## config.mk

```make
export PLATFORM = sky130hd
export DESIGN_NAME = byte_shifter_flat
export DESIGN_NICKNAME = d
export VERILOG_FILES = /design/src/verilog/eeprom_pkg.sv /design/src/verilog/shift_if.sv /design/src/verilog/bus_event_if.sv /design/src/verilog/byte_shifter.sv /design/src/flat_wrapper.sv
export SDC_FILE = /design/constraint.sdc
export NUM_CORES = 1
export LEC_CHECK = 0
export BUFFER_PORTS_ARGS = -buffer_cell sky130_fd_sc_hd__buf_2
export CORE_MARGIN = 1
export CORE_UTILIZATION = 28
export CTS_CLUSTER_DIAMETER = 200
export DETAILED_ROUTE_END_ITERATION = 10
export PLACE_DENSITY = 0.6
export SLEW_MARGIN = 10
export SYNTH_ARGS = -nofsm -noshare
export SYNTH_HDL_FRONTEND = slang
export SYNTH_SLANG_ARGS = --single-unit
```

## constraint.sdc

```tcl
create_clock -name scl -period 1.2 [get_ports scl]
set_input_delay 0.18 -clock scl [delete_from_list [all_inputs] [get_ports scl]]
set_output_delay 0.18 -clock scl [all_outputs]
set_load 0.05 [all_outputs]
```

## src/verilog/eeprom_pkg.sv

```systemverilog
package eeprom_pkg;

    // Upper nibble of a control byte addressed to this part
    localparam logic [3:0] DEVICE_CODE = 4'b1010;

    localparam int BLOCK_BITS    = 3;
    localparam int WORD_BITS     = 8;
    localparam int MEM_ADDR_BITS = BLOCK_BITS + WORD_BITS;

    typedef logic [MEM_ADDR_BITS-1:0] mem_addr_t;
    typedef logic [7:0]               byte_t;

    typedef struct packed {
        logic [3:0]            device_code;
        logic [BLOCK_BITS-1:0] block;
        logic                  read_not_write;
    } ctrl_fields_t;

    // Raw view as shifted in, field view for decoding
    typedef union packed {
        byte_t        raw;
        ctrl_fields_t field;
    } ctrl_byte_u;

endpackage
```

## src/verilog/shift_if.sv

```systemverilog
`timescale 1ns/100ps

interface shift_if;
    import eeprom_pkg::*;

    logic  load;
    byte_t load_byte;
    logic  drive_en;
    logic  ack_drive;
    logic  clear;
    logic  byte_done;
    byte_t rx_byte;

    modport ctrl (
        output load, load_byte, drive_en, ack_drive, clear,
        input  byte_done, rx_byte
    );

    modport shift (
        input  load, load_byte, drive_en, ack_drive, clear,
        output byte_done, rx_byte
    );

endinterface

```

## src/verilog/bus_event_if.sv

```systemverilog
`timescale 1ns/100ps

interface bus_event_if;

    logic clk_rise;
    logic clk_fall;
    logic start;
    logic stop;
    logic sda_level;

    modport source (
        output clk_rise, clk_fall, start, stop, sda_level
    );

    modport sink (
        input clk_rise, clk_fall, start, stop, sda_level
    );

endinterface

```

## src/verilog/byte_shifter.sv

```systemverilog
`timescale 1ns/100ps

module byte_shifter (
    input  logic       scl,
    input  logic       rst_n,
    bus_event_if.sink  ev,
    shift_if.shift     sh,
    output logic       sda_drive_low
);
    import eeprom_pkg::*;

    logic [2:0] bit_cnt;
    byte_t      rx_reg;
    byte_t      tx_reg;
    byte_t      tx_next;
    logic       fall_d;

    assign sh.byte_done = ev.clk_rise && (bit_cnt == 3'd7);
    assign sh.rx_byte   = {rx_reg[6:0], ev.sda_level};

    // MSB of tx_reg is the bit on the bus
    assign tx_next = sh.load ? sh.load_byte : {tx_reg[6:0], 1'b1};

    always_ff @(posedge scl)
    begin
        if (!rst_n)
        begin
            bit_cnt <= 3'd0;
        end
        else if (sh.clear)
        begin
            bit_cnt <= 3'd0;
        end
        else if (ev.clk_rise)
        begin
            bit_cnt <= bit_cnt + 3'd1;
        end
    end

    always_ff @(posedge scl)
    begin
        if (ev.clk_rise)
        begin
            rx_reg <= sh.rx_byte;
        end
        if (fall_d)
        begin
            tx_reg <= tx_next;
        end
    end

    // Output moves one cycle after the fall strobe, once control has reacted
    always_ff @(posedge scl)
    begin
        if (!rst_n)
        begin
            fall_d        <= 1'b0;
            sda_drive_low <= 1'b0;
        end
        else
        begin
            fall_d <= ev.clk_fall;
            if (ev.stop)
            begin
                sda_drive_low <= 1'b0;
            end
            else if (fall_d)
            begin
                sda_drive_low <= sh.ack_drive | (sh.drive_en & ~tx_next[7]);
            end
        end
    end

endmodule

```

## src/flat_wrapper.sv

```systemverilog
// flat-port wrapper written by rule: the top's interface ports become plain ports
module byte_shifter_flat import eeprom_pkg::*;
  (scl, rst_n, sda_drive_low, ev_clk_rise, ev_clk_fall, ev_start, ev_stop, ev_sda_level, sh_load, sh_load_byte, sh_drive_en, sh_ack_drive, sh_clear, sh_byte_done, sh_rx_byte);
  bus_event_if ev_i ();
  shift_if sh_i ();
  input  logic scl;
  input  logic rst_n;
  output logic sda_drive_low;
  input wire logic [$bits(ev_i.clk_rise)-1:0] ev_clk_rise;
  input wire logic [$bits(ev_i.clk_fall)-1:0] ev_clk_fall;
  input wire logic [$bits(ev_i.start)-1:0] ev_start;
  input wire logic [$bits(ev_i.stop)-1:0] ev_stop;
  input wire logic [$bits(ev_i.sda_level)-1:0] ev_sda_level;
  input wire logic [$bits(sh_i.load)-1:0] sh_load;
  input wire logic [$bits(sh_i.load_byte)-1:0] sh_load_byte;
  input wire logic [$bits(sh_i.drive_en)-1:0] sh_drive_en;
  input wire logic [$bits(sh_i.ack_drive)-1:0] sh_ack_drive;
  input wire logic [$bits(sh_i.clear)-1:0] sh_clear;
  output wire logic [$bits(sh_i.byte_done)-1:0] sh_byte_done;
  output wire logic [$bits(sh_i.rx_byte)-1:0] sh_rx_byte;
  assign ev_i.clk_rise = ev_clk_rise;
  assign ev_i.clk_fall = ev_clk_fall;
  assign ev_i.start = ev_start;
  assign ev_i.stop = ev_stop;
  assign ev_i.sda_level = ev_sda_level;
  assign sh_i.load = sh_load;
  assign sh_i.load_byte = sh_load_byte;
  assign sh_i.drive_en = sh_drive_en;
  assign sh_i.ack_drive = sh_ack_drive;
  assign sh_i.clear = sh_clear;
  assign sh_byte_done = sh_i.byte_done;
  assign sh_rx_byte = sh_i.rx_byte;
  byte_shifter u_core (.scl(scl), .rst_n(rst_n), .ev(ev_i), .sh(sh_i), .sda_drive_low(sda_drive_low));
endmodule
```

# Yosys cells after proc, flatten, opt, wreduce, memory -nomap -nowiden
# Cells that the tools add are included.
[op_classes]
n_bitwise = 4
mux = 1
reduce_logical = 3
addsub = 1
n_eq_ne = 1
[op_table]
columns = ["operator", "count"]
rows = [
  ["$mux W8", 1],
  ["$reduce_or A2 Y1", 2],
  ["$add A3 B1 Y3 const B", 1],
  ["$eq A3 B3 Y1 const B", 1],
  ["$not A1 Y1", 2],
  ["$and A1 B1 Y1", 1],
  ["$logic_and A1 B1 Y1", 1],
  ["$or A1 B1 Y1", 1],
]
[totals]
ff_bits = 19
inputBits = 19
out_inout_bits = 10
elab_cells = 16

# Logic depth before layout (Yosys ltp)
[logic_depth]
ltp_word = 4
mapped_depth = 4
depth_no_buf = 4

# Worst setup path after synthesis
# No wires, ideal clock.
[synth_path]
kind = "flip-flop to output port"
start = "reg u_core.bit_cnt[0]"
end = "out sh_byte_done"
arrival_time_ps = 1006
t_required_ps = 1020
stages_incl_launch_ff = 4
slack_ps = 14
path_cell_list = "dfxtp_1 > ha_1 > ha_1 > and2_1"
[synth_via]
elab_chain_cells = 2
[synth_lines]
columns = ["element", "line", "source"]
rows = [
  ["start, declared", "byte_shifter.sv:12", "logic [2:0] bit_cnt;"],
  ["start signal, assigned", "byte_shifter.sv:36", "bit_cnt <= bit_cnt + 3'd1;"],
  ["$eq A3 B3 Y1", "byte_shifter.sv:18", "assign sh.byte_done = ev.clk_rise && (bit_cnt == 3'd7);"],
  ["$logic_and A1 B1 Y1", "byte_shifter.sv:18", ""],
  ["end, declared", "flat_wrapper.sv:19", "output wire logic [$bits(sh_i.byte_done)-1:0] sh_byte_done;"],
]
# Every way passes these cells.

# Worst setup path in the final report
# Ends and elaborated chain as after synthesis.

==> results by group <==
STA
  • Setup violators final: 1
  • Clock skew: 0.00191 ns
  • PnR worst setup slack: -0.193 ns
  • Max_slew headroom: 0.759
  • Final TNS setup: -0.193 ns
  • Slew Viols, Final: 0
  • Final hold vios: 0
  • Crit share post-route: 1.16
  • RSZ-0062 raised after global routing: true
  • FMAX: 718 MHz
  • Least-Margin Pin Slew: 0.361 ns
  • Final Critical Period: 1.39 ns

Floorplan
  • Core Box Area: 2480 um2
  • Initial core utilization: 0.294
  • Num ports: 29
  • Die area: 2810 um2
  • Site Rows: 18
  • Die width: 53.0 um
  • Vert. Die Dim: 53.0 um

Min path
  • Worst hold path type: in -> reg

GRT
  • Initial antenna violation count: 0
  • GR Overflow Total: 0
  • Vias in the first global route: 382
  • GRT Resource Usage Total: 0.0865
  • First-pass GRT wire length: 1.64 mm
  • Largest net degree at the start of global routing: 11

Finish
  • Final Instance Area: 965 um2
  • Fillcell total: 250
  • Area grow syn2layout: 32.2%
  • Area occupied by multi-input gates: 218 um2
  • Util after Layout: 0.389
  • Most frequent cells in the layout: 26 x buf_2, 14 x edfxtp_1, 6 x mux2_2
  • Final #Nets: 97
  • Share of cells above drive strength 1: 0.573
  • Ant diodes: 0
  • Most common cell after layout, fill and taps aside: buf_2
  • Sequential Area: 523 um2

Setup path
  • Critical path launch point type: flop
  • Crit path largest cell delay: 0.35 ns
  • Most Frequent Cell on Critical Path: ha_4
  • CP top delay family: flip-flops
  • Critical Path RT: 1.02 ns
  • Crit. End Element: output pin
  • WP buf/inv: 1
  • WS Path Type: reg -> out
  • Worst EP arrival: 1.21 ns
  • Crit-path cells: ha_4, ha_4, and2_4, buf_8
  • Worst path slowest cell: dfxtp_2
  • CP Max Fanout: 2

Yosys
  • Avg Cell Area, Syn: 16.6 um2
  • Simple-Gate Fraction of Synth Area: 0.0600
  • Synth unique cells: 15
  • Synth Area in Adders: 0.0343
  • Mapped cell area: 729 um2
  • Syn_nets: 65
  • Register area share after synthesis: 0.714
  • Synth warn: 0
  • Cells after synthesis: 44
  • Multiplexer share of the synthesized area: 0.134
  • Register bit total from synthesis: 19
  • Post-synthesis xor/xnor area fraction: 0.0120
  • Largest family of logic cells by synthesized area: multiplexers
  • Synth Area in Compound Gates: 0.0206

Status
  • Failing checks: negative setup slack
  • Outcome: finished, violations left

Placed design
  • Port buffer count: 27
  • DP Area: 898 um2
  • GPL Wtd Cong: 0.670

Route
  • Final routed DRC violation total: 0
  • Iter 0 DRT Violations: 5
  • Wirelength, routed: 1.07 mm
  • Post-route ant nets: 0
  • Pre-antenna DRT Iters: 2
  • Post-DR vias/cell: 4.21
  • Vias: 442
  • WL/cell: 10.2 um

Pwr
  • PwrDens: 1260 nW/um2
  • Peak supply drop: 0.508 mV
  • Leakage power total: 0.394 nW

CTS
  • Clk_lat worst skew: 0.28 ns
  • CTS Buffer Depth: 2
  • CTS sink count: 19
  • CTS tree: yes
  • CTS Root Cell: clkbuf_4
  • H-tree depth: 1
  • Post-CTS setup buffers: 0
  • Total CTS buffers: 3
  • Reg clk slew, reported paths: 0.10 ns

Run
  • Max Cap Violations: 0
==> where the power goes <==
group	internal [mW]	total, mW	leakage [nW]	switching [mW]
logic	0.0603	0.157	0.203	0.0970
registers	0.742	0.758	0.176	0.0161
clock network	0.129	0.300	0.0150	0.171
==> cells by family (layout without fill, tap and decap cells) <==
| kind of cell | Yosys count | in the layout |
|---|---|---|
| xor+xnor | 1 | 1 |
| compound gates | 3 | 3 |
| mux | 9 | 9 |
| fa+ha+maj | 2 | 2 |
| buf+inv | 2 | 33 |
| flops | 19 | 19 |
| simple gates | 8 | 8 |
==> final cells by class <==
| cell class | count | area share |
|---|---|---|
| well taps | 30 | 0.0389 |
| flip-flops and latches | 19 | 0.542 |
| repair buffers | 29 | 0.166 |
| clock buffers | 4 | 0.0272 |
| multi-input cells | 23 | 0.226 |
==> metal layers <==
metal | share of wire | up-vias | global-route usage | wire (um)
li1 | - | 222 | - | -
met3 | 0.037 | 2 | 0.0172 | 40
met1 | 0.49 | 205 | 0.117 | 527
met4 | 0.025 | 0 | 0.0921 | 27
met2 | 0.44 | 13 | 0.105 | 473
met5 | 0 | - | 0 | 0
==> path summary, 6_finish.rpt <==
| path | startpoint | endpoint | slack, ns | cells after the start |
|---|---|---|---|---|
| min | ev_sda_level | u_core.rx_reg[0] | 0.08 | 1 |
| min reg2reg | u_core.rx_reg[2] | u_core.rx_reg[3] | 0.45 | 0 |
| max reg2reg | u_core.bit_cnt[0] | u_core.bit_cnt[2] | 0.23 | 4 |
| max | u_core.bit_cnt[0] | sh_byte_done | -0.19 | 4 |
==> worst register-to-register path: stages, from the launching register on <==
cell	delay, ns
dfxtp_2	0.35
ha_4	0.16
ha_4	0.20
mux2i_1	0.12
nor2_1	0.05
==> through the flow <==
step | std cells | worst slack [ns] | power [mW] | hold slack, ns
final | 105 | -0.193 | 1.22 | 0.0789
after global routing | 105 | -0.232 | 1.28 | 0.0744
after CTS | 105 | -0.208 | 1.24 | 0.0706
after detailed placement | 101 | 0.0245 | 0.931 | 0.373
after global placement | 101 | 0.0274 | 0.926 | 0.368
after floorplan | 44 | 0.0139 | 0.874 | 0.279
==> timing repair <==
action | 4_1_cts | 5_1_grt
pin swaps | 1 | 1
setup endpoints to repair | 1 | 1
hold buffers | 0 | 0
resized for setup | 10 | 0
==> cells in the mapped netlist <==
master / n / area [um2]
ha_1: 2 / 25.0
nor2b_1: 1 / 6.26
and2_1: 2 / 12.5
or2b_1: 1 / 7.51
o21ai_0: 1 / 5.00
a21oi_1: 2 / 10.0
mux2_2: 6 / 67.6
dfxtp_1: 5 / 100
nand2b_1: 1 / 6.26
nor2_1: 3 / 11.3
mux2i_1: 3 / 30.0
edfxtp_1: 14 / 420
xnor2_1: 1 / 8.76
buf_4: 1 / 7.51
buf_6: 1 / 11.3
Note: power is estimated with default switching activity, not from simulation.
