===== src/verilog/bus_event_if.sv =====
`timescale 1ns/100ps

interface bus_event_if;

    logic clk_rise;
    logic clk_fall;
    logic start;
    logic stop;
    logic sda_level;

    modport source (
        output clk_rise, clk_fall, start, stop, sda_level
    );

    modport sink (
        input clk_rise, clk_fall, start, stop, sda_level
    );

endinterface


===== src/verilog/bus_condition_detect.sv =====
`timescale 1ns/100ps

module bus_condition_detect #(
    parameter int SYNC_STAGES = 2
) (
    input  logic        scl,
    input  logic        rst_n,
    input  logic        i2c_clk,
    input  logic        sda,
    bus_event_if.source ev
);

    logic [SYNC_STAGES-1:0] clk_sync;
    logic [SYNC_STAGES-1:0] sda_sync;
    logic                   clk_prev;
    logic                   sda_prev;
    logic                   clk_now;
    logic                   sda_now;

    assign clk_now = clk_sync[SYNC_STAGES-1];
    assign sda_now = sda_sync[SYNC_STAGES-1];

    // Both lines idle high, so reset to ones to avoid false events
    always_ff @(posedge scl)
    begin
        if (!rst_n)
        begin
            clk_sync <= '1;
            sda_sync <= '1;
            clk_prev <= 1'b1;
            sda_prev <= 1'b1;
        end
        else
        begin
            clk_sync[0] <= i2c_clk;
            sda_sync[0] <= sda;
            for (int i = 1; i < SYNC_STAGES; i++)
            begin
                clk_sync[i] <= clk_sync[i-1];
                sda_sync[i] <= sda_sync[i-1];
            end
            clk_prev <= clk_now;
            sda_prev <= sda_now;
        end
    end

    always_ff @(posedge scl)
    begin
        if (!rst_n)
        begin
            ev.clk_rise  <= 1'b0;
            ev.clk_fall  <= 1'b0;
            ev.start     <= 1'b0;
            ev.stop      <= 1'b0;
            ev.sda_level <= 1'b1;
        end
        else
        begin
            ev.clk_rise  <= clk_now & ~clk_prev;
            ev.clk_fall  <= ~clk_now & clk_prev;
            // Data moving while the clock is high
            ev.start     <= clk_now & clk_prev & sda_prev & ~sda_now;
            ev.stop      <= clk_now & clk_prev & ~sda_prev & sda_now;
            ev.sda_level <= sda_now;
        end
    end

endmodule


===== src/flat_wrapper.sv =====
// flat-port wrapper written by rule: the top's interface ports become plain ports
module bus_condition_detect_flat 
#(
    parameter int SYNC_STAGES = 2
)
  (scl, rst_n, i2c_clk, sda, ev_clk_rise, ev_clk_fall, ev_start, ev_stop, ev_sda_level);
  bus_event_if ev_i ();
  input  logic scl;
  input  logic rst_n;
  input  logic i2c_clk;
  input  logic sda;
  output wire logic [$bits(ev_i.clk_rise)-1:0] ev_clk_rise;
  output wire logic [$bits(ev_i.clk_fall)-1:0] ev_clk_fall;
  output wire logic [$bits(ev_i.start)-1:0] ev_start;
  output wire logic [$bits(ev_i.stop)-1:0] ev_stop;
  output wire logic [$bits(ev_i.sda_level)-1:0] ev_sda_level;
  assign ev_clk_rise = ev_i.clk_rise;
  assign ev_clk_fall = ev_i.clk_fall;
  assign ev_start = ev_i.start;
  assign ev_stop = ev_i.stop;
  assign ev_sda_level = ev_i.sda_level;
  bus_condition_detect #(.SYNC_STAGES(SYNC_STAGES)) u_core (.scl(scl), .rst_n(rst_n), .i2c_clk(i2c_clk), .sda(sda), .ev(ev_i));
endmodule

===== config.mk =====
export PLATFORM = sky130hd
export DESIGN_NAME = bus_condition_detect_flat
export DESIGN_NICKNAME = d
export VERILOG_FILES = /design/src/verilog/bus_event_if.sv /design/src/verilog/bus_condition_detect.sv /design/src/flat_wrapper.sv
export SDC_FILE = /design/constraint.sdc
export NUM_CORES = 1
export LEC_CHECK = 0
export ABC_AREA = 1
export BUFFER_PORTS_ARGS = -buffer_cell sky130_fd_sc_hd__buf_4
export CORE_AREA = 2 2 39 41
export CTS_CLUSTER_DIAMETER = 100
export DETAILED_ROUTE_END_ITERATION = 8
export DIE_AREA = 0 0 41 43
export PLACE_DENSITY = 0.52
export SYNTH_ARGS = -nofsm -noshare
export SYNTH_HDL_FRONTEND = slang
export SYNTH_SLANG_ARGS = --single-unit

===== constraint.sdc =====
create_clock -name scl -period 0.9 [get_ports scl]
set_input_delay 0.27 -clock scl [delete_from_list [all_inputs] [get_ports scl]]
set_output_delay 0.27 -clock scl [all_outputs]
set_load 0.01 [all_outputs]

# Yosys cells after proc, flatten, opt, wreduce, memory -nomap -nowiden
# Cells that the tools add are included.
[totals] in_bits=4 output_inout_bits=5 reg_bits=10 elab_cells=19
[classes] bitwise=11
[op_table] operator="$and A1 B1 Y1" count=7
[op_table] operator="$not A1 Y1" count=4

# Longest topological paths before layout
# Gate-level depths: netlist (run 1).
[logic_depth] depth_word=3 depth_mapped=3 depth_no_buf=3

# Worst setup path after synthesis (run 1)
# No wires, ideal clock.
[synth_path] path_kind="register -> output" from="reg u_core.sda_prev (netlist name)" to="out ev_sda_level" slack_ns=0.268 path_stages_with_launch=1 t_arrival_ns=0.362 cell_sequence="dfxtp_1"
[synth_rtl] item="end: declaration" line_no="flat_wrapper.sv:16" text="output wire logic [$bits(ev_i.sda_level)-1:0] ev_sda_level;"

==> results of run 1 <==
==> report_power, final <==
part | internal (W) | switching (W) | leakage (nW)
Combinational | 0.0000272 | 0.0000219 | 0.125
Clock | 0.000153 | 0.000124 | 0.0138
Sequential | 0.000461 | 0.00000735 | 0.0837
Total | 0.000641 | 0.000153 | 0.223
==> layer usage <==
layer,global-route usage (%),share of wire [%],up-vias
met5,0,0,-
met4,2.00,0,0
met3,7.85,12,0
met2,5.94,40,10
met1,6.25,47,80
li1,-,-,115
==> timing repair <==
action                                  in CTS  in global routing
cloned                                       0                  0
gates resized for setup                      6                  4
endpoints found under the setup margin       5                  5
buffers inserted                             1                  0
==> cells by family after synthesis <==
kind of cell	after synthesis	share of synthesized area (%)
flip-flops	10	68.4
AND/OR/NAND/NOR	15	20.1
buffers and inverters	7	11.5
==> state kept, by name, indices dropped and copies added, names as in the netlist <==
name,cells
u_core.clk_prev,1
u_core.clk_sync,2
u_core.ev.clk_fall,1
u_core.ev.clk_rise,1
u_core.ev.start,1
u_core.ev.stop,1
u_core.sda_prev,1
u_core.sda_sync,2
==> cell type report <==
type / count / area share (%)
clock buffers: 3 / 5.41
flip-flops and latches: 10 / 49.5
well taps: 16 / 4.80
inverters: 6 / 5.41
multi-input cells: 15 / 14.1
repair buffers: 9 / 20.7
==> cell usage in the layout, fill, tap and decap left out <==
cell type	synthesis	routed
buf_4	0	4
nand3_1	2	2
buf_6	1	5
nor2_1	4	4
clkbuf_4	0	3
inv_1	6	6
dfxtp_1	10	5
dfxtp_2	0	5
nand2_1	9	9
==> stage by stage <==
stage               TNS, ns  hold WS (ns)  cells  setup slack, ns  cell area [um^2]
floorplan                 0         0.355     32            0.268               293
global placement          0         0.382     55            0.186               362
detailed placement        0         0.391     55            0.179               362
CTS                  -0.259         0.182     59          -0.0611               412
global route         -0.346         0.183     59          -0.0815               417
finish               -0.208         0.187     59          -0.0517               417
==> worst paths after layout <==
check	slack, ns	cells after the start	endpoint
hold / removal	0.19	3	u_core.clk_sync[0]
setup / recovery	-0.05	1	ev_sda_level
hold reg to reg	0.40	2	u_core.clk_sync[1]
setup reg to reg	0.21	4	u_core.ev.stop
==> flow_metrics.tcl, run 1 <==
set metrics [dict create \
    slowest_stage "dfxtp_2" \
    grt_pass1_vias 163 \
    drv_cap 0 \
    worstHoldPathType "input pin to flop" \
    grt_max_degree 11 \
    ys_ff_latch 10 \
    slew_headroom_pct 93.5 \
    die_w_um 41 \
    fin_util_pct 30.1 \
    grt_usage_pct 5.66 \
    nets 49 \
    crit_family "flip-flops" \
    cts_buffers 3 \
    regArea_um2 206 \
    cts_sinks 10 \
    core_area_mm2 0.00138 \
    critPathLaunch "u_core.sda_prev" \
    drt_iter0_drc 0 \
    drc 0 \
    critPathArrivalTime_ns 0.68 \
    area_delta_synth_final_pct 42.3 \
    fin_ws_ns -0.0517 \
    worstSetupStartpointType "flop" \
    ant_nets 0 \
    synthCells 32 \
    n_antenna_cell 0 \
    hold_start "i2c_clk" \
    power.total_w 0.000794 \
    ys_seq_area_share_pct 68.4 \
    wl_per_cell_um 5.85 \
    clk_pin_slew_ns 0.06 \
    die_height_um 43 \
    grt_pass1_wl_um 586 \
    fillers 160 \
    syn_nets 36 \
    async_flop_share_pct 0 \
    cp_num_buf_inv 1 \
    max_stage_delay_ns 0.32 \
    antenna_found_initial 0 \
    dp_hpwl_um 262 \
    synth_ff_type "dfxtp_1" \
    violations "negative setup slack" \
    synth_top_cell_area_share_pct 68.4 \
    rsz0062_at_grt "true" \
    synthTopCellsByArea "dfxtp_1 (68%), nand2_1 (12%), inv_1 (7.7%)" \
    drv_slew 0 \
    cp_data_required_time_ns 0.63 \
    synth_common_cells "dfxtp_1 (10), nand2_1 (9), inv_1 (6), nor2_1 (4), nand3_1 (2)" \
    finClkSkew_ns 0.000998 \
    fin_crit_sh_pct 106 \
    crit_path_max_fanout 2 \
    yosysTopAreaCell "dfxtp_1" \
    synth.most_common_cell "dfxtp_1" \
    avgSynthCellArea_um2 9.15 \
    drive_above_1_share_pct 39.5 \
    final_hold_viol_count 0 \
    overflow 0 \
    ys_warn_count 0 \
    critPathKind "flop to primary output" \
    max_freq_mhz 1050 \
    place_congestion 0.590 \
    hold_buffers 0 \
    status "finished with violations" \
    wl_um 345 \
    dr.pass1.iters 1 \
    clock_path_buffers 2 \
    viasPerCell 3.47 \
    initial_core_util_pct 21.2 \
    cts_root_buffer "clkbuf_4" \
    dieArea_mm2 0.00176 \
    power.density_mw_per_mm2 1910 \
    synth.distinct_cells 6 \
    path_cells "buf_6" \
    rows 14 \
    tightestPinTransition_ns 0.0972 \
    htree_levels 1 \
    ir_worst_vdd_mv 0.684 \
    vias 205 \
    syn-cell-area_um2 293 \
    setup_viol 5 \
    period_needed_ns 0.952 \
    p_leak_nw 0.223 \
    io_pins 9 \
    io_buffers 8 \
    timing.rr.start "u_core.sda_prev" \
    cp-end-kind "primary output" \
    cts_tree "done" \
    synth_edf_count 0 \
    multiInputGateArea_um2 58.8 \
    clk_latency_ns 0.25 \
]
No activity file was read; power rests on OpenSTA's default activity.
==> inputs of run 2 (changes only) <==
Settings changed: CTS_BUF_LIST set to sky130_fd_sc_hd__clkbuf_16, PLACE_DENSITY 0.52 to 0.44.
==> flow_metrics.tcl, run 2 (synthesis results as in run 1) <==
set metrics [dict create \
    status "finished with violations" \
    violations "negative setup slack" \
    die_w_um 41 \
    period_needed_ns 0.928 \
    vias 224 \
    htree_levels 1 \
    dp_slack_ns 0.175 \
    pwr-share-seq_pct 36.9 \
    wl_um 411 \
    fin_ws_ns -0.0275 \
    io_pins 9 \
    dp_hpwl_um 299 \
    cts_buffers 3 \
    cp-end-kind "primary output" \
    core_area_mm2 0.00138 \
    worstHoldPathType "input pin to flop" \
    grt_pass1_vias 191 \
    max_stage_delay_ns 0.31 \
    setup_tns_ns -0.0926 \
    p_leak_nw 0.246 \
    max_freq_mhz 1080 \
    fin_util_pct 33.9 \
    final_hold_viol_count 0 \
    path_cells "buf_6" \
    dr.pass1.iters 1 \
    overflow 0 \
    place_congestion 0.551 \
    die_height_um 43 \
    hold_buffers 0 \
    dieArea_mm2 0.00176 \
    ant_nets 0 \
    grt_max_degree 11 \
    setup_viol 5 \
    mostFrequentLayoutCells "nand2_1 (9), inv_1 (6), buf_6 (5), dfxtp_1 (5), dfxtp_2 (5)" \
    crit_family "flip-flops" \
    critPathArrivalTime_ns 0.66 \
    rows 14 \
    initial_core_util_pct 21.2 \
    area_delta_synth_final_pct 60.3 \
    pwr-share-comb_pct 3.9 \
    fin_crit_sh_pct 103 \
    cp_num_buf_inv 1 \
    n_antenna_cell 0 \
    rsz0062_at_grt "true" \
    largestRegisters "u_core.clk_sync x2, u_core.sda_sync x2" \
    clk_pin_slew_ns 0.04 \
    cts_sinks 10 \
    ir_worst_vdd_mv 0.917 \
    internal_power_w 0.00106 \
    drv_slew 0 \
    tightestPinTransition_ns 0.0971 \
    cts_root_buffer "clkbuf_16" \
    grt_usage_pct 7.65 \
    cp_data_required_time_ns 0.63 \
    cts_tree "done" \
    fillers 153 \
    critPathKind "flop to primary output" \
    viasPerCell 3.80 \
    drc 0 \
    clk_latency_ns 0.23 \
    wl_per_cell_um 6.97 \
    worstSetupStartpointType "flop" \
    slowest_stage "dfxtp_2" \
    power.density_mw_per_mm2 2720 \
    p_sw_w 0.000213 \
    clock_path_buffers 2 \
    finClkSkew_ns 0.000458 \
    drt_iter0_drc 0 \
    switching_share_pct 16.7 \
    clockPowerShare_pct 59.3 \
    drv_cap 0 \
    antenna_found_initial 0 \
    crit_path_max_fanout 2 \
    io_buffers 8 \
    grt_pass1_wl_um 765 \
    final_common_cell "nand2_1" \
    nets 49 \
    drive_above_1_share_pct 39.5 \
    slew_headroom_pct 93.5 \
]
-- run 2: power by group through the flow --
stage / clock, W / sequential (W) / combinational (W)
6_report: 0.000757 / 0.000471 / 0.0000493
5_1_grt: 0.000809 / 0.000473 / 0.0000570
3_5_place_dp: 0 / 0.000477 / 0.0000455
2_1_floorplan: 0 / 0.000479 / 0.0000245
4_1_cts: 0.000779 / 0.000471 / 0.0000508
3_3_place_gp: 0 / 0.000476 / 0.0000449
-- run 2: worst paths after layout --
path	cells past startpoint	start	slack, ns	to
hold reg to reg	2	u_core.clk_sync[0]	0.39	u_core.clk_sync[1]
setup / recovery	1	u_core.sda_prev	-0.03	ev_sda_level
setup reg to reg	4	u_core.sda_prev	0.21	u_core.ev.stop
hold / removal	3	i2c_clk	0.20	u_core.clk_sync[0]
-- run 2: area by class of cell --
class / count / area [um^2] / share of cell area [%]
tap: 16 / 20.0 / 4.27
clock buffer: 3 / 75.1 / 16.0
timing repair buffer: 9 / 86.3 / 18.4
sequential: 10 / 206 / 44.0
inverter: 6 / 22.5 / 4.80
multi-input combinational: 15 / 58.8 / 12.5
-- run 2: timing repair --
action                                  4_1_cts  5_1_grt
gates resized for setup                       7        3
endpoints found under the setup margin        5        5
buffers inserted                              1        0
-- run 2: through the flow --
stage                     instance area, um^2  cells  power, W  hold WS (ns)
final                                     469     59   0.00128         0.204
after CTS                                 465     59   0.00130         0.202
after global placement                    362     55  0.000521         0.384
after detailed placement                  362     55  0.000522         0.389
after global routing                      469     59   0.00134         0.207
after floorplan                           293     32  0.000503         0.355
-- run 2: metal layers --
metal	share of wire [%]	up-vias	track usage (%)
met1	39	94	7.14
met2	42	12	8.44
met5	0	-	0
met4	5.6	0	10.0
met3	13	3	6.28
li1	-	115	-
-- run 2: tightest hold or removal path, cell delays in order --
cell and delay (ns):
buf_4 0.07, inv_1 0.03, nand2_1 0.04
==> inputs of run 3 (changes only) <==
--- a/config.mk
+++ b/config.mk
@@ -14,2 +14,3 @@
 export DIE_AREA = 0 0 41 43
+export HOLD_SLACK_MARGIN = 0.1
 export PLACE_DENSITY = 0.44
==> constraint.sdc (replaced) <==
create_clock -name scl -period 0.9 [get_ports scl]
set_input_delay 0.09 -clock scl [delete_from_list [all_inputs] [get_ports scl]]
set_output_delay 0.09 -clock scl [all_outputs]
set_load 0.01 [all_outputs]
==> flow_metrics.tcl, run 3 (synthesis results as in run 1) <==
set metrics [dict create \
    status "finished clean" \
    cts_tree "done" \
    drv_cap 0 \
    placed_area_um2 362 \
    cp_num_buf_inv 2 \
    tightestPinTransition_ns 0.0978 \
    crit_path_max_fanout 10 \
    setup_viol 0 \
    crit_family "buffers and inverters" \
    fillers 153 \
    rows 14 \
    drv_slew 0 \
    multiInputGateArea_um2 58.8 \
    cts_root_buffer "clkbuf_16" \
    wl_per_cell_um 7.19 \
    ir_worst_vdd_mv 1.24 \
    ant_nets 0 \
    cp-end-kind "flop" \
    area_delta_synth_final_pct 60.7 \
    mostFrequentLayoutCells "dfxtp_1 (10), nand2_1 (9), buf_4 (8)" \
    wl_um 446 \
    vias 221 \
    slew_headroom_pct 93.5 \
    initial_core_util_pct 21.2 \
    cp_data_required_time_ns 1.03 \
    regArea_um2 200 \
    critPathArrivalTime_ns 0.93 \
    grt_usage_pct 8.16 \
    final_common_cell "dfxtp_1" \
    p_leak_nw 0.250 \
    fin_crit_sh_pct 88.8 \
    worstSetupStartpointType "input pin" \
    postCtsResizedCells 0 \
    drt_iter0_drc 3 \
    cts_sinks 10 \
    cts_buffers 3 \
    dieArea_mm2 0.00176 \
    n_antenna_cell 0 \
    io_pins 9 \
    viasPerCell 3.56 \
    io_buffers 8 \
    max_stage_delay_ns 0.54 \
    setup_tns_ns 0 \
    period_needed_ns 0.799 \
    max_freq_mhz 1250 \
    fin_util_pct 34.0 \
    cpMostUsedCell "nand2_1" \
    overflow 0 \
    htree_levels 1 \
    path_cells "dlygate4sd3_1 -> buf_4 -> nand2_1 -> nand2_1" \
    drc 0 \
    dp_slack_ns 0.302 \
    place_congestion 0.567 \
    clk_latency_ns 0.24 \
    grt_pass1_vias 213 \
    clk_pin_slew_ns 0.04 \
    rsz0062_at_grt "false" \
    worstHoldPathType "flop to flop" \
    clock_path_buffers 2 \
    fin_ws_ns 0.101 \
    largestRegisters "u_core.clk_sync x2, u_core.sda_sync x2" \
    slowest_stage "dlygate4sd3_1" \
    grt_max_degree 11 \
    dr.pass1.iters 4 \
    critPathKind "input pin to flop" \
    antenna_found_initial 0 \
    dp_hpwl_um 279 \
    final_hold_viol_count 0 \
    drive_above_1_share_pct 23.9 \
    nets 51 \
    final_area_um2 470 \
    core_area_mm2 0.00138 \
    die_w_um 41 \
    die_height_um 43 \
    grt_pass1_wl_um 828 \
    cts_setup_buffers 0 \
    finClkSkew_ns 0.00210 \
    timing.hold.ws_ns 0.399 \
    power.density_mw_per_mm2 2770 \
]
==> run 3: cell count changes in the layout (fill, tap and decap cells not counted), sizes merged <==
cell,change
buf,-1
clkinv,+1
dlygate4sd3,+3
==> run 3: layer usage <==
layer	vias to the layer above	GRT usage, %	wire length [um]
met5	-	0	0
met4	0	6.00	8
met3	2	9.42	65
met2	13	9.69	190
met1	87	7.47	181
li1	119	-	-
==> run 3: final cells by class <==
class,count,area share (%)
clock buffers,3,16.0
clock inverters,1,0.798
inverters,6,4.79
multi-input cells,15,12.5
flip-flops and latches,10,42.6
well taps,16,4.26
repair buffers,11,19.1
==> run 3: worst register-to-register path, cell delays in order, from the launching register on <==
cell and delay [ns]:
dfxtp_1 0.34, inv_1 0.05, nand3_1 0.06, nor2_1 0.04
==> run 3: stage by stage <==
stage,std cells,total power [W]
2_1_floorplan,32,0.000503
3_3_place_gp,55,0.000520
3_5_place_dp,55,0.000521
4_1_cts,62,0.00132
5_1_grt,62,0.00136
6_report,62,0.00130
==> run 3: path summary, 6_finish.rpt <==
path | from | endpoint | cells past startpoint | slack (ns)
min | u_core.sda_sync[0] | u_core.sda_sync[1] | 2 | 0.40
min reg2reg | u_core.sda_sync[0] | u_core.sda_sync[1] | 2 | 0.40
max reg2reg | u_core.sda_prev | u_core.ev.stop | 3 | 0.31
max | rst_n | u_core.clk_prev | 4 | 0.10
==> run 3: where the power goes <==
part	leakage [nW]	internal (W)	switching [W]
sequential	0.0823	0.000462	0.00000679
clock	0.0385	0.000581	0.000199
combinational	0.129	0.0000309	0.0000236
==> run 3: timing repair <==
action | CTS | global route
endpoints found under the setup margin | 0 | 0
hold endpoints to repair | 6 | 0
hold buffers | 3 | 0
