File: src/verilog/eeprom_pkg.sv
package eeprom_pkg;

    // Upper nibble of a control byte addressed to this part
    localparam logic [3:0] DEVICE_CODE = 4'b1010;

    localparam int BLOCK_BITS    = 3;
    localparam int WORD_BITS     = 8;
    localparam int MEM_ADDR_BITS = BLOCK_BITS + WORD_BITS;

    typedef logic [MEM_ADDR_BITS-1:0] mem_addr_t;
    typedef logic [7:0]               byte_t;

    typedef struct packed {
        logic [3:0]            device_code;
        logic [BLOCK_BITS-1:0] block;
        logic                  read_not_write;
    } ctrl_fields_t;

    // Raw view as shifted in, field view for decoding
    typedef union packed {
        byte_t        raw;
        ctrl_fields_t field;
    } ctrl_byte_u;

endpackage
File: src/verilog/shift_if.sv
`timescale 1ns/100ps

interface shift_if;
    import eeprom_pkg::*;

    logic  load;
    byte_t load_byte;
    logic  drive_en;
    logic  ack_drive;
    logic  clear;
    logic  byte_done;
    byte_t rx_byte;

    modport ctrl (
        output load, load_byte, drive_en, ack_drive, clear,
        input  byte_done, rx_byte
    );

    modport shift (
        input  load, load_byte, drive_en, ack_drive, clear,
        output byte_done, rx_byte
    );

endinterface

File: src/verilog/bus_event_if.sv
`timescale 1ns/100ps

interface bus_event_if;

    logic clk_rise;
    logic clk_fall;
    logic start;
    logic stop;
    logic sda_level;

    modport source (
        output clk_rise, clk_fall, start, stop, sda_level
    );

    modport sink (
        input clk_rise, clk_fall, start, stop, sda_level
    );

endinterface

File: src/verilog/transfer_control.sv
`timescale 1ns/100ps

module transfer_control #(
    parameter logic [3:0] DEVICE_CODE = eeprom_pkg::DEVICE_CODE
) (
    input  logic                  scl,
    input  logic                  rst_n,
    bus_event_if.sink             ev,
    shift_if.ctrl                 sh,
    output logic                  write_en,
    output eeprom_pkg::mem_addr_t mem_addr,
    output eeprom_pkg::byte_t     write_data,
    input  eeprom_pkg::byte_t     read_data
);
    import eeprom_pkg::*;

    localparam logic [2:0] ST_IDLE   = 3'd0;
    localparam logic [2:0] ST_CTRL   = 3'd1;
    localparam logic [2:0] ST_ACK    = 3'd2;
    localparam logic [2:0] ST_WORD   = 3'd3;
    localparam logic [2:0] ST_WRITE  = 3'd4;
    localparam logic [2:0] ST_READ   = 3'd5;
    localparam logic [2:0] ST_MACK   = 3'd6;
    localparam logic [2:0] ST_IGNORE = 3'd7;

    logic [2:0]            state;
    logic [2:0]            after_ack;
    logic                  ack_clocked;
    logic [BLOCK_BITS-1:0] block_reg;
    logic [WORD_BITS-1:0]  word_reg;
    ctrl_byte_u            ctrl_view;

    assign ctrl_view.raw = sh.rx_byte;
    assign mem_addr      = {block_reg, word_reg};

    always_ff @(posedge scl)
    begin
        if (!rst_n)
        begin
            state        <= ST_IDLE;
            after_ack    <= ST_IDLE;
            ack_clocked  <= 1'b0;
            block_reg    <= '0;
            word_reg     <= '0;
            write_en     <= 1'b0;
            sh.load      <= 1'b0;
            sh.clear     <= 1'b0;
            sh.drive_en  <= 1'b0;
            sh.ack_drive <= 1'b0;
        end
        else
        begin
            write_en <= 1'b0;
            sh.load  <= 1'b0;
            sh.clear <= 1'b0;
            if (ev.start || ev.stop)
            begin
                // Repeated start re-enters the control byte; stop drops a partial byte
                state        <= ev.start ? ST_CTRL : ST_IDLE;
                sh.clear     <= 1'b1;
                sh.drive_en  <= 1'b0;
                sh.ack_drive <= 1'b0;
            end
            else
            begin
                case (state)
                    ST_CTRL:
                    begin
                        if (sh.byte_done)
                        begin
                            if (ctrl_view.field.device_code == DEVICE_CODE)
                            begin
                                block_reg   <= ctrl_view.field.block;
                                after_ack   <= ctrl_view.field.read_not_write ? ST_READ : ST_WORD;
                                ack_clocked <= 1'b0;
                                state       <= ST_ACK;
                            end
                            else
                            begin
                                state <= ST_IGNORE;
                            end
                        end
                    end
                    ST_WORD:
                    begin
                        if (sh.byte_done)
                        begin
                            word_reg    <= sh.rx_byte;
                            after_ack   <= ST_WRITE;
                            ack_clocked <= 1'b0;
                            state       <= ST_ACK;
                        end
                    end
                    ST_WRITE:
                    begin
                        if (sh.byte_done)
                        begin
                            write_en    <= 1'b1;
                            after_ack   <= ST_IGNORE;
                            ack_clocked <= 1'b0;
                            state       <= ST_ACK;
                        end
                    end
                    ST_ACK:
                    begin
                        if (ev.clk_rise)
                        begin
                            ack_clocked <= 1'b1;
                            sh.clear    <= 1'b1;
                        end
                        else if (ev.clk_fall && !ack_clocked)
                        begin
                            sh.ack_drive <= 1'b1;
                        end
                        else if (ev.clk_fall)
                        begin
                            sh.ack_drive <= 1'b0;
                            state        <= after_ack;
                            if (after_ack == ST_READ)
                            begin
                                sh.load     <= 1'b1;
                                sh.drive_en <= 1'b1;
                            end
                        end
                    end
                    ST_READ:
                    begin
                        if (sh.byte_done)
                        begin
                            state <= ST_MACK;
                        end
                    end
                    ST_MACK:
                    begin
                        // Release the line for the master's NACK
                        if (ev.clk_fall)
                        begin
                            sh.drive_en <= 1'b0;
                        end
                        else if (ev.clk_rise)
                        begin
                            sh.clear <= 1'b1;
                            state    <= ST_IGNORE;
                        end
                    end
                    default:
                    begin
                        state <= state;
                    end
                endcase
            end
        end
    end

    always_ff @(posedge scl)
    begin
        if (state == ST_ACK && ev.clk_fall)
        begin
            sh.load_byte <= read_data;
        end
        if (state == ST_WRITE && sh.byte_done)
        begin
            write_data <= sh.rx_byte;
        end
    end

endmodule

File: src/flat_wrapper.sv
// flat-port wrapper written by rule: the top's interface ports become plain ports
module transfer_control_flat import eeprom_pkg::*;
#(
    parameter logic [3:0] DEVICE_CODE = eeprom_pkg::DEVICE_CODE
)
  (scl, rst_n, write_en, mem_addr, write_data, read_data, ev_clk_rise, ev_clk_fall, ev_start, ev_stop, ev_sda_level, sh_load, sh_load_byte, sh_drive_en, sh_ack_drive, sh_clear, sh_byte_done, sh_rx_byte);
  bus_event_if ev_i ();
  shift_if sh_i ();
  input  logic scl;
  input  logic rst_n;
  output logic write_en;
  output eeprom_pkg::mem_addr_t mem_addr;
  output eeprom_pkg::byte_t write_data;
  input  eeprom_pkg::byte_t read_data;
  input wire logic [$bits(ev_i.clk_rise)-1:0] ev_clk_rise;
  input wire logic [$bits(ev_i.clk_fall)-1:0] ev_clk_fall;
  input wire logic [$bits(ev_i.start)-1:0] ev_start;
  input wire logic [$bits(ev_i.stop)-1:0] ev_stop;
  input wire logic [$bits(ev_i.sda_level)-1:0] ev_sda_level;
  output wire logic [$bits(sh_i.load)-1:0] sh_load;
  output wire logic [$bits(sh_i.load_byte)-1:0] sh_load_byte;
  output wire logic [$bits(sh_i.drive_en)-1:0] sh_drive_en;
  output wire logic [$bits(sh_i.ack_drive)-1:0] sh_ack_drive;
  output wire logic [$bits(sh_i.clear)-1:0] sh_clear;
  input wire logic [$bits(sh_i.byte_done)-1:0] sh_byte_done;
  input wire logic [$bits(sh_i.rx_byte)-1:0] sh_rx_byte;
  assign ev_i.clk_rise = ev_clk_rise;
  assign ev_i.clk_fall = ev_clk_fall;
  assign ev_i.start = ev_start;
  assign ev_i.stop = ev_stop;
  assign ev_i.sda_level = ev_sda_level;
  assign sh_load = sh_i.load;
  assign sh_load_byte = sh_i.load_byte;
  assign sh_drive_en = sh_i.drive_en;
  assign sh_ack_drive = sh_i.ack_drive;
  assign sh_clear = sh_i.clear;
  assign sh_i.byte_done = sh_byte_done;
  assign sh_i.rx_byte = sh_rx_byte;
  transfer_control #(.DEVICE_CODE(DEVICE_CODE)) u_core (.scl(scl), .rst_n(rst_n), .ev(ev_i), .sh(sh_i), .write_en(write_en), .mem_addr(mem_addr), .write_data(write_data), .read_data(read_data));
endmodule
File: config.mk
export PLATFORM = sky130hd
export DESIGN_NAME = transfer_control_flat
export DESIGN_NICKNAME = d
export VERILOG_FILES = /design/src/verilog/eeprom_pkg.sv /design/src/verilog/shift_if.sv /design/src/verilog/bus_event_if.sv /design/src/verilog/transfer_control.sv /design/src/flat_wrapper.sv
export SDC_FILE = /design/constraint.sdc
export NUM_CORES = 1
export LEC_CHECK = 0
export BUFFER_PORTS_ARGS = -buffer_cell sky130_fd_sc_hd__buf_2
export CELL_PAD_IN_SITES_DETAIL_PLACEMENT = 1
export CELL_PAD_IN_SITES_GLOBAL_PLACEMENT = 2
export CORE_ASPECT_RATIO = 1.4
export CORE_MARGIN = 4
export CORE_UTILIZATION = 34
export CTS_BUF_LIST = sky130_fd_sc_hd__clkbuf_8
export DETAILED_ROUTE_END_ITERATION = 16
export HOLD_SLACK_MARGIN = 0.1
export PLACE_DENSITY = 0.82
export RECOVER_POWER = 25
export SYNTH_ARGS = -nofsm -noshare
export SYNTH_HDL_FRONTEND = slang
export SYNTH_SLANG_ARGS = --single-unit
export TNS_END_PERCENT = 50
File: constraint.sdc
create_clock -name scl -period 3.3 [get_ports scl]
set_clock_uncertainty 0.1 [all_clocks]
set_input_delay 0.66 -clock scl [delete_from_list [all_inputs] [get_ports scl]]
set_output_delay 0.66 -clock scl [all_outputs]
set_load 0.1 [all_outputs]
Word level (Yosys, flattened, before mapping)
Cells that the tools add are included.
{ "word_totals": {"register_bits": 39, "in_bits": 24, "elab_cells": 102} }
{ "op_classes": {"bitwise": 6, "n_eq_ne": 27, "mux": 36, "reduce_logical": 21} }
{ "ops": {"columns": ["cell", "n"], "rows": [
  ["$mux 3", 15],
  ["$ne 3x2->1 const B", 7],
  ["$reduce_and 6->1", 3],
  ["$mux 1", 16],
  ["$ne 2x2->1 const B", 8],
  ["$pmux 3 s5", 1],
  ["$eq 3x3->1 const B", 4],
  ["$pmux 3 s3", 1],
  ["$reduce_and 9->1", 1],
  ["$eq 3x2->1 const B", 2],
  ["$ne 2x1->1 const B", 3],
  ["$not 1->1", 6],
  ["$reduce_and 3->1", 2],
  ["$reduce_bool 3->1", 2],
  ["$reduce_bool 6->1", 1],
  ["$reduce_or 6->1", 1],
  ["$eq 4x4->1 const B", 1],
  ["$pmux 1 s2", 2],
  ["$reduce_and 4->1", 1],
  ["$reduce_bool 2->1", 2],
  ["$reduce_or 2->1", 2],
  ["$eq 3x1->1 const B", 1],
  ["$logic_and 1x1->1", 3],
  ["$ne 3x1->1 const B", 1],
  ["other kinds (4)", 4]
]} }

Depth between registers and ports, before layout
Gate-level depths: netlist of the first run.
{ "logic_depth": {"ltp_word": 6, "mapped_depth": 6, "ltp_nobuf": 5} }

Least setup slack after synthesis of the first run
No wires, ideal clock.
{ "synth_path": {"path_kind": "input-to-reg", "startpoint": "in sh_byte_done", "endpoint": "reg u_core.write_data[0], enable pin", "required_time_ps": 2876, "arrival_time_ps": 1344, "stages": 3, "setup_time_ps": 324, "slack_ps": 1532, "cell_sequence": "inv_1 > or4_4 > inv_1"} }
{ "synth_between": {"elab_chain_cells": 1} }
{ "synth_rtl": {"columns": ["element", "line", "text"], "rows": [
  ["start, declared", "flat_wrapper.sv:25", "input wire logic [$bits(sh_i.byte_done)-1:0] sh_byte_done;"],
  ["$logic_and 1x1->1", "transfer_control.sv:161", "if (state == ST_WRITE && sh.byte_done)"],
  ["end signal, assigned", "transfer_control.sv:163", "write_data <= sh.rx_byte;"],
  ["end, declared", "transfer_control.sv:12", "output eeprom_pkg::byte_t write_data,"]
]} }
Every way passes these cells.
A chain may end at the register's enable or synchronous reset.

Final worst setup path of the first run
{ "layout_path": {"startpoint": "reg u_core.sh.load", "endpoint": "out sh_load"} }
{ "layout_rtl": {"columns": ["element", "line", "text"], "rows": [
  ["start, declared", "shift_if.sv:15", "output load, load_byte, drive_en, ack_drive, clear,"],
  ["start signal, assigned", "transfer_control.sv:46", "sh.load <= 1'b0;"],
  ["start signal, assigned", "transfer_control.sv:54", "sh.load <= 1'b0;"],
  ["start signal, assigned", "transfer_control.sv:121", "sh.load <= 1'b1;"],
  ["end, declared", "flat_wrapper.sv:20", "output wire logic [$bits(sh_i.load)-1:0] sh_load;"]
]} }
No word-level cell between the ends.

==> impl_metrics.ini, run 1 <==
[outcome]
status = finished clean

[timing]
timing_max_transition_violations_final = 0
slew_headroom_pct = 22.7
tns_ns = 0
finalHoldWorstSlack_ns = 0.402
timing.final.hold_violations = 0
period_needed_ns = 2.22
unrepaired_setup_endpoints_after_global_routing = no
setup_violations = 0
clock.fmax_mhz = 451
max_slew.worst_pin.slew_ns = 1.16
layout_worst_path_cycle_share_pct = 67.2

[grt]
grt_pass1_vias = 1347
grt_util_met2_pct = 26.3
globalRouteMet3Util_pct = 3.94
grt_util_all_layers_pct = 14.8
grt_pass1_wl_mm = 6.49
grt.overflow.total = 0
global_route.peak_usage_layer = met2
number_of_antenna_violations_at_the_first_check_in_global_routing = 0
grt_start_max_net_pins = 18
groute.layer.met1.usage_pct = 16.9

[floorplan]
fp.coreArea_um2 = 4540
initial_core_util_pct = 35.0
dieArea_um2 = 5830
die-height_um = 88.8
num_rows = 29
ioPinCount = 56
fp.dieW_um = 65.7

[routing]
detailedRoute.firstPassIterationCount = 4
wl_per_cell_um = 15.5
detailed_router_s_first_iteration_violation_count = 75
remaining_drc_errors = 0
wl_mm = 3.94
route.antenna.remaining_nets = 0
vias = 1242
detail_route.vias_per_cell = 4.89

[place]
dpl.hpwl_mm = 3.01
routabilityCongestion = 0.750
portBuffers = 54

[min_path]
hold_class = reg2reg
holdPathStages = 2

[synthesis]
yosysTopAreaCell = edfxtp_1
synth_area_leaders = edfxtp_1, dfxtp_1, mux2i_1
synthesis.instances = 136
yosysUniqueCellTypes = 45
fraction_of_post_synthesis_cell_area_in_the_top_cell_type_by_area_pct = 30.3
synth_async_sr_flop_share_pct = 0
synth_seq_cells = 39
synth-warning-count = 0
synth.avg_cell_area_um2 = 11.7
post-synth-top-count-cell = dfxtp_1
synth_ff_type = dfxtp_1
synth-edff-count = 16
mappedNetlistArea_um2 = 1590
synth_commonest_cells = dfxtp_1, nor2_1, edfxtp_1, mux2i_1, a21oi_1
synth-seq-area-share_pct = 59.4
syn_nets = 160

[worst_setup_path]
cp.depth = 1
ff2ff_setup_slack_ns = 1.10
cp-end-kind = output pin
arrival_ns = 1.46
critical-path-top-delay-family = buffers and inverters
timing.critical_path.cells = clkbuf_1
crit_path_start_kind = register
critical_path.max_stage_delay_ns = 0.86
cpMaxStageDelayCell = clkbuf_1
critPathKind = reg2out
r2r.worst_path.cells = 3
crit_path_max_fanout = 1
crit_required_ns = 2.54
crit_buf_inv = 1

[cts]
cts-root-buf = clkbuf_8
cts.htree.levels = 2
cts.hold.buffers_added = 0
cts.repair_timing.setup_buffer_count = 0
cts_buffers = 5
number_of_resized_instances_in_the_post_cts_repair_step = 0
cts_tree = done
worst_setup_hold_path_clk_slew_ns = 0.08
clk_latency_ns = 0.29
tritoncts_num_sinks = 39
clock_tree.buffer_depth = 2

[power_and_ir_drop]
irDropWorstVdd_mv = 0.221
power.density_nw_per_um2 = 501
power.leakage_nw = 0.808

[final_layout]
area.growth.synth_to_final_pct = 24.9
num-fill-cells = 545
nets = 215
drive_gt1_share_pct = 31.8
n_antenna_cell = 0

[flow_run]
timing.max_cap.violations = 0
[final timing paths]
| path | from | endpoint |
|---|---|---|
| min reg2reg | u_core.word_reg[3] | u_core.word_reg[3] |
| min | u_core.word_reg[3] | u_core.word_reg[3] |
| max | u_core.sh.load | sh_load |
| max reg2reg | u_core.state[2] | u_core.write_data[6] |
[through the flow]
stage	power [W]	setup slack, ns	instances	utilization, %	area (um2)
after floorplan	0.000585	1.53	136	-	1590
after global placement	0.000611	1.11	246	41.7	1890
after detailed placement	0.000613	1.06	246	41.7	1890
after CTS	0.00101	1.15	254	44.1	2000
after global routing	0.00104	1.00	254	43.6	1980
final	0.000993	1.08	254	43.6	1980
[logic make-up after synthesis]
kind of cell,synth area share [%]
compound gates,14.4
simple gates,14.8
flops,59.4
mux,6.95
buf+inv,4.42
[power breakdown]
| group | internal [W] | switching [W] | total [W] |
|---|---|---|---|
| registers | 0.000507 | 0.00000924 | 0.000516 |
| logic | 0.0000276 | 0.0000552 | 0.0000827 |
| clock network | 0.000225 | 0.000169 | 0.000394 |
[routing by layer]
layer,wire [um],vias up
li1,-,602
met1,1550,587
met2,2050,47
met3,299,6
met4,42,0
met5,0,-
[placed cells by master, fill, tap and decap left out, drive strengths merged, types with 2 or more instances in the layout]
cell and instances:
dfxtp 23, clkinv 3, nand2 4, edfxtp 16
clkbuf 14, o21ai 5, nor3 3, mux2i 11
nor2 19, buf 45, a21boi 2, nor2b 2
a21oi 8, nand4b 2, o211ai 2, nand2b 4
a31oi 2, inv 6, nand3 2, a21o 2
[cell type report]
cell class	count	area (um2)	share of cell area (%)
Clock inverter	3	43.8	2.21
Tap cell	62	77.6	3.92
Inverter	7	26.3	1.33
Clock buffer	5	68.8	3.48
Multi-Input combinational cell	84	563	28.4
Sequential cell	39	941	47.5
Timing Repair Buffer	54	259	13.1
(Power assumes the default switching activity.)
==> run 2: changes to the inputs <==
- CORE_UTILIZATION: 34 -> 28
- PLACE_DENSITY: 0.82 -> 0.72
- clock period: 3.3 -> 1.8 ns (I/O delays scaled with it)
==> run 2 against run 1 <==
Effect of this change:
- final area increased by 5.4%
- count of clock-buffer cells in the layout unchanged
- routed wire length increased by 6.4%
- critical path depth increased by 2
- largest power group unchanged
- highest routed layer unchanged
==> impl_metrics.ini, run 2 (same netlist as run 1, synthesis figures left out) <==
[outcome]
status = finished clean

[timing]
finalHoldWorstSlack_ns = 0.147
unrepaired_setup_endpoints_after_global_routing = no
clock.fmax_mhz = 605
layout_worst_path_cycle_share_pct = 91.8
tns_ns = 0
timing.final.hold_violations = 0
max_slew.worst_pin.slew_ns = 0.539
period_needed_ns = 1.65
timing_max_transition_violations_final = 0
slew_headroom_pct = 64.2
setup_violations = 0

[routing]
detailedRoute.firstPassIterationCount = 4
detailed_router_s_first_iteration_violation_count = 84
route.antenna.remaining_nets = 0
remaining_drc_errors = 0
vias = 1312
wl_mm = 4.19
wl_per_cell_um = 15.5
detail_route.vias_per_cell = 4.86

[power_and_ir_drop]
power.total_w = 0.00184
power.density_nw_per_um2 = 884
power.leakage_nw = 0.867
irDropWorstVdd_mv = 0.484

[worst_setup_path]
worstReg2RegStart = u_core.state[1]
critPathKind = reg2reg
crit_required_ns = 1.71
r2r.worst_path.cells = 3
crit_path_max_fanout = 8
crit_path_start_kind = register
ff2ff_setup_slack_ns = 0.15
cp-end-kind = register
timing.rr.end = u_core.write_data[2]
arrival_ns = 1.56

[grt]
grt_pass1_vias = 1419
grt_util_all_layers_pct = 12.7
grt.overflow.total = 0
grt_pass1_wl_mm = 7.05
number_of_antenna_violations_at_the_first_check_in_global_routing = 0
grt_start_max_net_pins = 16

[final_layout]
num-fill-cells = 647
area.growth.synth_to_final_pct = 31.6
n_antenna_cell = 0
layout.cells.non_filler = 270
drive_gt1_share_pct = 37.1
post-route-cell-area_um2 = 2090
nets = 225
area_of_combinational_cells_with_multiple_inputs_um2 = 571
seqCellArea_um2 = 942
layout_commonest_cell = buf_2
layout_common_cells = buf_2, dfxtp_1, nor2_1

[cts]
tritoncts_num_sinks = 39
cts.htree.levels = 2
worst_setup_hold_path_clk_slew_ns = 0.09
clk_latency_ns = 0.29
cts-root-buf = clkbuf_8
cts_buffers = 5
cts.repair_timing.setup_buffer_count = 0
clock_tree.buffer_depth = 2
cts_tree = done

[floorplan]
fp.coreArea_um2 = 5490
fp.dieW_um = 71.6
num_rows = 32
ioPinCount = 56
dieArea_um2 = 6950
initial_core_util_pct = 28.9
die-height_um = 97.0

[place]
dpl.cell_count = 262
post_dp_cell_area_um2 = 1980
routabilityCongestion = 0.796
dpl.hpwl_mm = 3.27
portBuffers = 54

[min_path]
hold_class = in2reg
hp-start = read_data[1]
capture_endpoint_of_the_worst_hold_path = u_core.sh.load_byte[1]
holdPathStages = 1

[flow_run]
timing.max_cap.violations = 0
## run 2: changes by cell type in the layout (fill, tap and decap cells not counted), sizes merged
cell	delta
buf	+11
clkbuf	-1
## run 2: through the flow
step                utilization (%)  setup WS [ns]
CTS                            38.2         0.0701
floorplan                         -          0.170
finish                         38.0          0.147
detailed placement             36.2         0.0258
global route                   38.0         0.0475
global placement               36.2         0.0818
## run 2: routing by layer
layer,part of all wire (%),wire length (um),GRT usage [%],vias up
met4,1.5,61,3.47,0
li1,-,-,-,621
met3,7.7,321,3.85,8
met1,41,1730,14.8,622
met2,50,2080,22.2,61
met5,0,0,0,-
## run 2: where the power goes
part	internal, W	switching (W)	leakage (nW)
Sequential	0.000930	0.00000986	0.330
Clock	0.000413	0.000315	0.0581
Combinational	0.0000615	0.000115	0.479
## run 2: timing repair
action | CTS | global route
hold buffers | 0 | 0
resized for setup | 0 | 1
endpoints found under the setup margin | 0 | 1
## run 2: how the worst max path moves through the flow
stage / start / to / depth (start not counted)
after floorplan: u_core.state[0] / u_core.write_data[0] / 3
after global placement: sh_byte_done / u_core.word_reg[7] / 7
after detailed placement: sh_byte_done / u_core.word_reg[7] / 7
after CTS: u_core.state[0] / u_core.state[0] / 6
after global routing: u_core.state[1] / u_core.sh.load_byte[6] / 3
final: u_core.state[1] / u_core.write_data[2] / 3
## run 2: cell type report
type | count | share of cell area (%)
clock buffers | 5 | 3.30
clock inverters | 3 | 2.10
inverters | 7 | 1.26
multi-input cells | 84 | 27.4
flip-flops and latches | 39 | 45.2
well taps | 68 | 4.08
repair buffers | 64 | 16.7
## run 2: worst max-delay path, stage by stage (launching register included)
cell	delay, ns
dfxtp_1	0.39
or4_1	0.61
inv_1	0.13
buf_12	0.13
==> run 3: changes to the inputs <==
- CORE_MARGIN: 4 -> 2
- CORE_UTILIZATION: 28 -> 27
- PLACE_DENSITY: 0.72 -> 0.7
- REMOVE_ABC_BUFFERS: not set -> 1
==> run 3 against run 2 <==
Effect of this change:
- non-clock buffer count is 2 lower
- power decreased by 8.8%
- setup slack improved by 0.011 ns
- first-iteration DRC count decreased by 30%
- sequential power barely moved
- clock power fell by 23%
- critical path depth increased by 3
- die area shrank 6.3%
- sequential share of layout area up 0.86 points
- hold slack got worse by 0.0048 ns
- maximum frequency up 0.69%
- global-route usage increased by 1.3 points
- largest power group unchanged
==> impl_metrics.ini, run 3 (same netlist as run 1, synthesis figures left out) <==
[final_layout]
layout_common_cells = buf_2, dfxtp_1, nor2_1
area.growth.synth_to_final_pct = 29.1
nets = 223
seqCellArea_um2 = 942
area_of_combinational_cells_with_multiple_inputs_um2 = 577
layout_commonest_cell = buf_2
post-route-cell-area_um2 = 2050
n_antenna_cell = 0
layout.cells.non_filler = 270
num-fill-cells = 688
drive_gt1_share_pct = 36.0

[place]
dpl.cell_count = 262
post_dp_cell_area_um2 = 1970
portBuffers = 54
routabilityCongestion = 0.832
dpl.hpwl_mm = 3.25

[routing]
wl_mm = 4.24
vias = 1316
detail_route.vias_per_cell = 4.87
detailedRoute.firstPassIterationCount = 4
remaining_drc_errors = 0
detailed_router_s_first_iteration_violation_count = 59
route.antenna.remaining_nets = 0
wl_per_cell_um = 15.7

[outcome]
status = finished clean

[timing]
layout_worst_path_cycle_share_pct = 91.2
timing.final.hold_violations = 0
slew_headroom_pct = 63.6
clock.fmax_mhz = 609
max_slew.worst_pin.slew_ns = 0.549
tns_ns = 0
finalHoldWorstSlack_ns = 0.142
unrepaired_setup_endpoints_after_global_routing = no
timing_max_transition_violations_final = 0
setup_violations = 0
period_needed_ns = 1.64

[min_path]
hold_class = in2reg

[worst_setup_path]
crit_path_start_kind = register
path_common_cell = nand2b_1
critPathKind = reg2reg
crit_required_ns = 1.87
timing.critical_path.cells = buf_4 -> nand2b_1 -> or2_1 -> a21boi_2 -> nand2b_1 -> a21oi_1
cp-end-kind = register
cpMaxStageDelayCell = dfxtp_1
arrival_ns = 1.72
critical_path.max_stage_delay_ns = 0.38
crit_path_max_fanout = 10
crit_buf_inv = 1
critical-path-top-delay-family = simple AND/OR/NAND/NOR gates

[power_and_ir_drop]
combinational_share_of_power_pct = 10.4
internal_power_w = 0.00125
power_switching_share_pct = 25.6
seqPwrFrac_pct = 56.0
power.density_nw_per_um2 = 822
p_switching_w = 0.000431
power.total_w = 0.00168
clkPwrFrac_pct = 33.5
power.leakage_nw = 0.852
irDropWorstVdd_mv = 0.391

[grt]
grt_pass1_wl_mm = 6.80
grt_start_max_net_pins = 13
number_of_antenna_violations_at_the_first_check_in_global_routing = 0
grt_pass1_vias = 1378
grt.overflow.total = 0
grt_util_all_layers_pct = 14.1

[floorplan]
num_rows = 33
fp.coreArea_um2 = 5780
fp.dieW_um = 68.8
initial_core_util_pct = 27.4
ioPinCount = 56
die-height_um = 94.7
dieArea_um2 = 6510

[cts]
tritoncts_num_sinks = 39
cts.repair_timing.setup_buffer_count = 0
clock_tree.buffer_depth = 2
cts.htree.levels = 2
clk_latency_ns = 0.29
worst_setup_hold_path_clk_slew_ns = 0.08
cts-root-buf = clkbuf_8
cts_buffers = 5
cts_tree = done
cts.hold.buffers_added = 0
number_of_resized_instances_in_the_post_cts_repair_step = 0

[flow_run]
timing.max_cap.violations = 0
-- run 3: power by group through the flow --
stage,Sequential (W),Clock [W],Combinational (W)
2_1_floorplan,0.000998,0,0.0000659
3_3_place_gp,0.000961,0,0.000170
3_5_place_dp,0.000962,0,0.000178
4_1_cts,0.000942,0.000579,0.000179
5_1_grt,0.000944,0.000620,0.000191
6_report,0.000943,0.000564,0.000176
-- run 3: final cells by class --
type	instances	area share [%]
multi-input cells	84	28.2
inverters	7	1.28
flip-flops and latches	39	46.0
clock inverters	3	0.611
well taps	70	4.28
repair buffers	62	16.3
clock buffers	5	3.36
-- run 3: worst paths after layout --
kind              slack (ns)                      to  depth (start not counted)           startpoint
setup / recovery        0.16     u_core.after_ack[1]                          6      u_core.state[1]
hold / removal          0.14  u_core.sh.load_byte[2]                          1         read_data[2]
setup reg to reg        0.16     u_core.after_ack[1]                          6      u_core.state[1]
hold reg to reg         0.39     u_core.after_ack[1]                          2  u_core.after_ack[1]
-- run 3: metal layers --
| layer | vias to the layer above | share of wire (%) | track usage, % |
|---|---|---|---|
| met2 | 59 | 51 | 25.2 |
| li1 | 616 | - | - |
| met5 | - | 0 | 0 |
| met4 | 0 | 2.4 | 6.05 |
| met3 | 9 | 8.0 | 4.05 |
| met1 | 632 | 38 | 14.7 |
-- run 3: metrics by stage --
step | utilization (%) | setup slack, ns
after detailed placement | 34.1 | 0.0731
after floorplan | - | 0.0220
final | 35.4 | 0.158
after CTS | 35.5 | 0.0516
after global placement | 34.1 | 0.111
after global routing | 35.4 | 0.0294
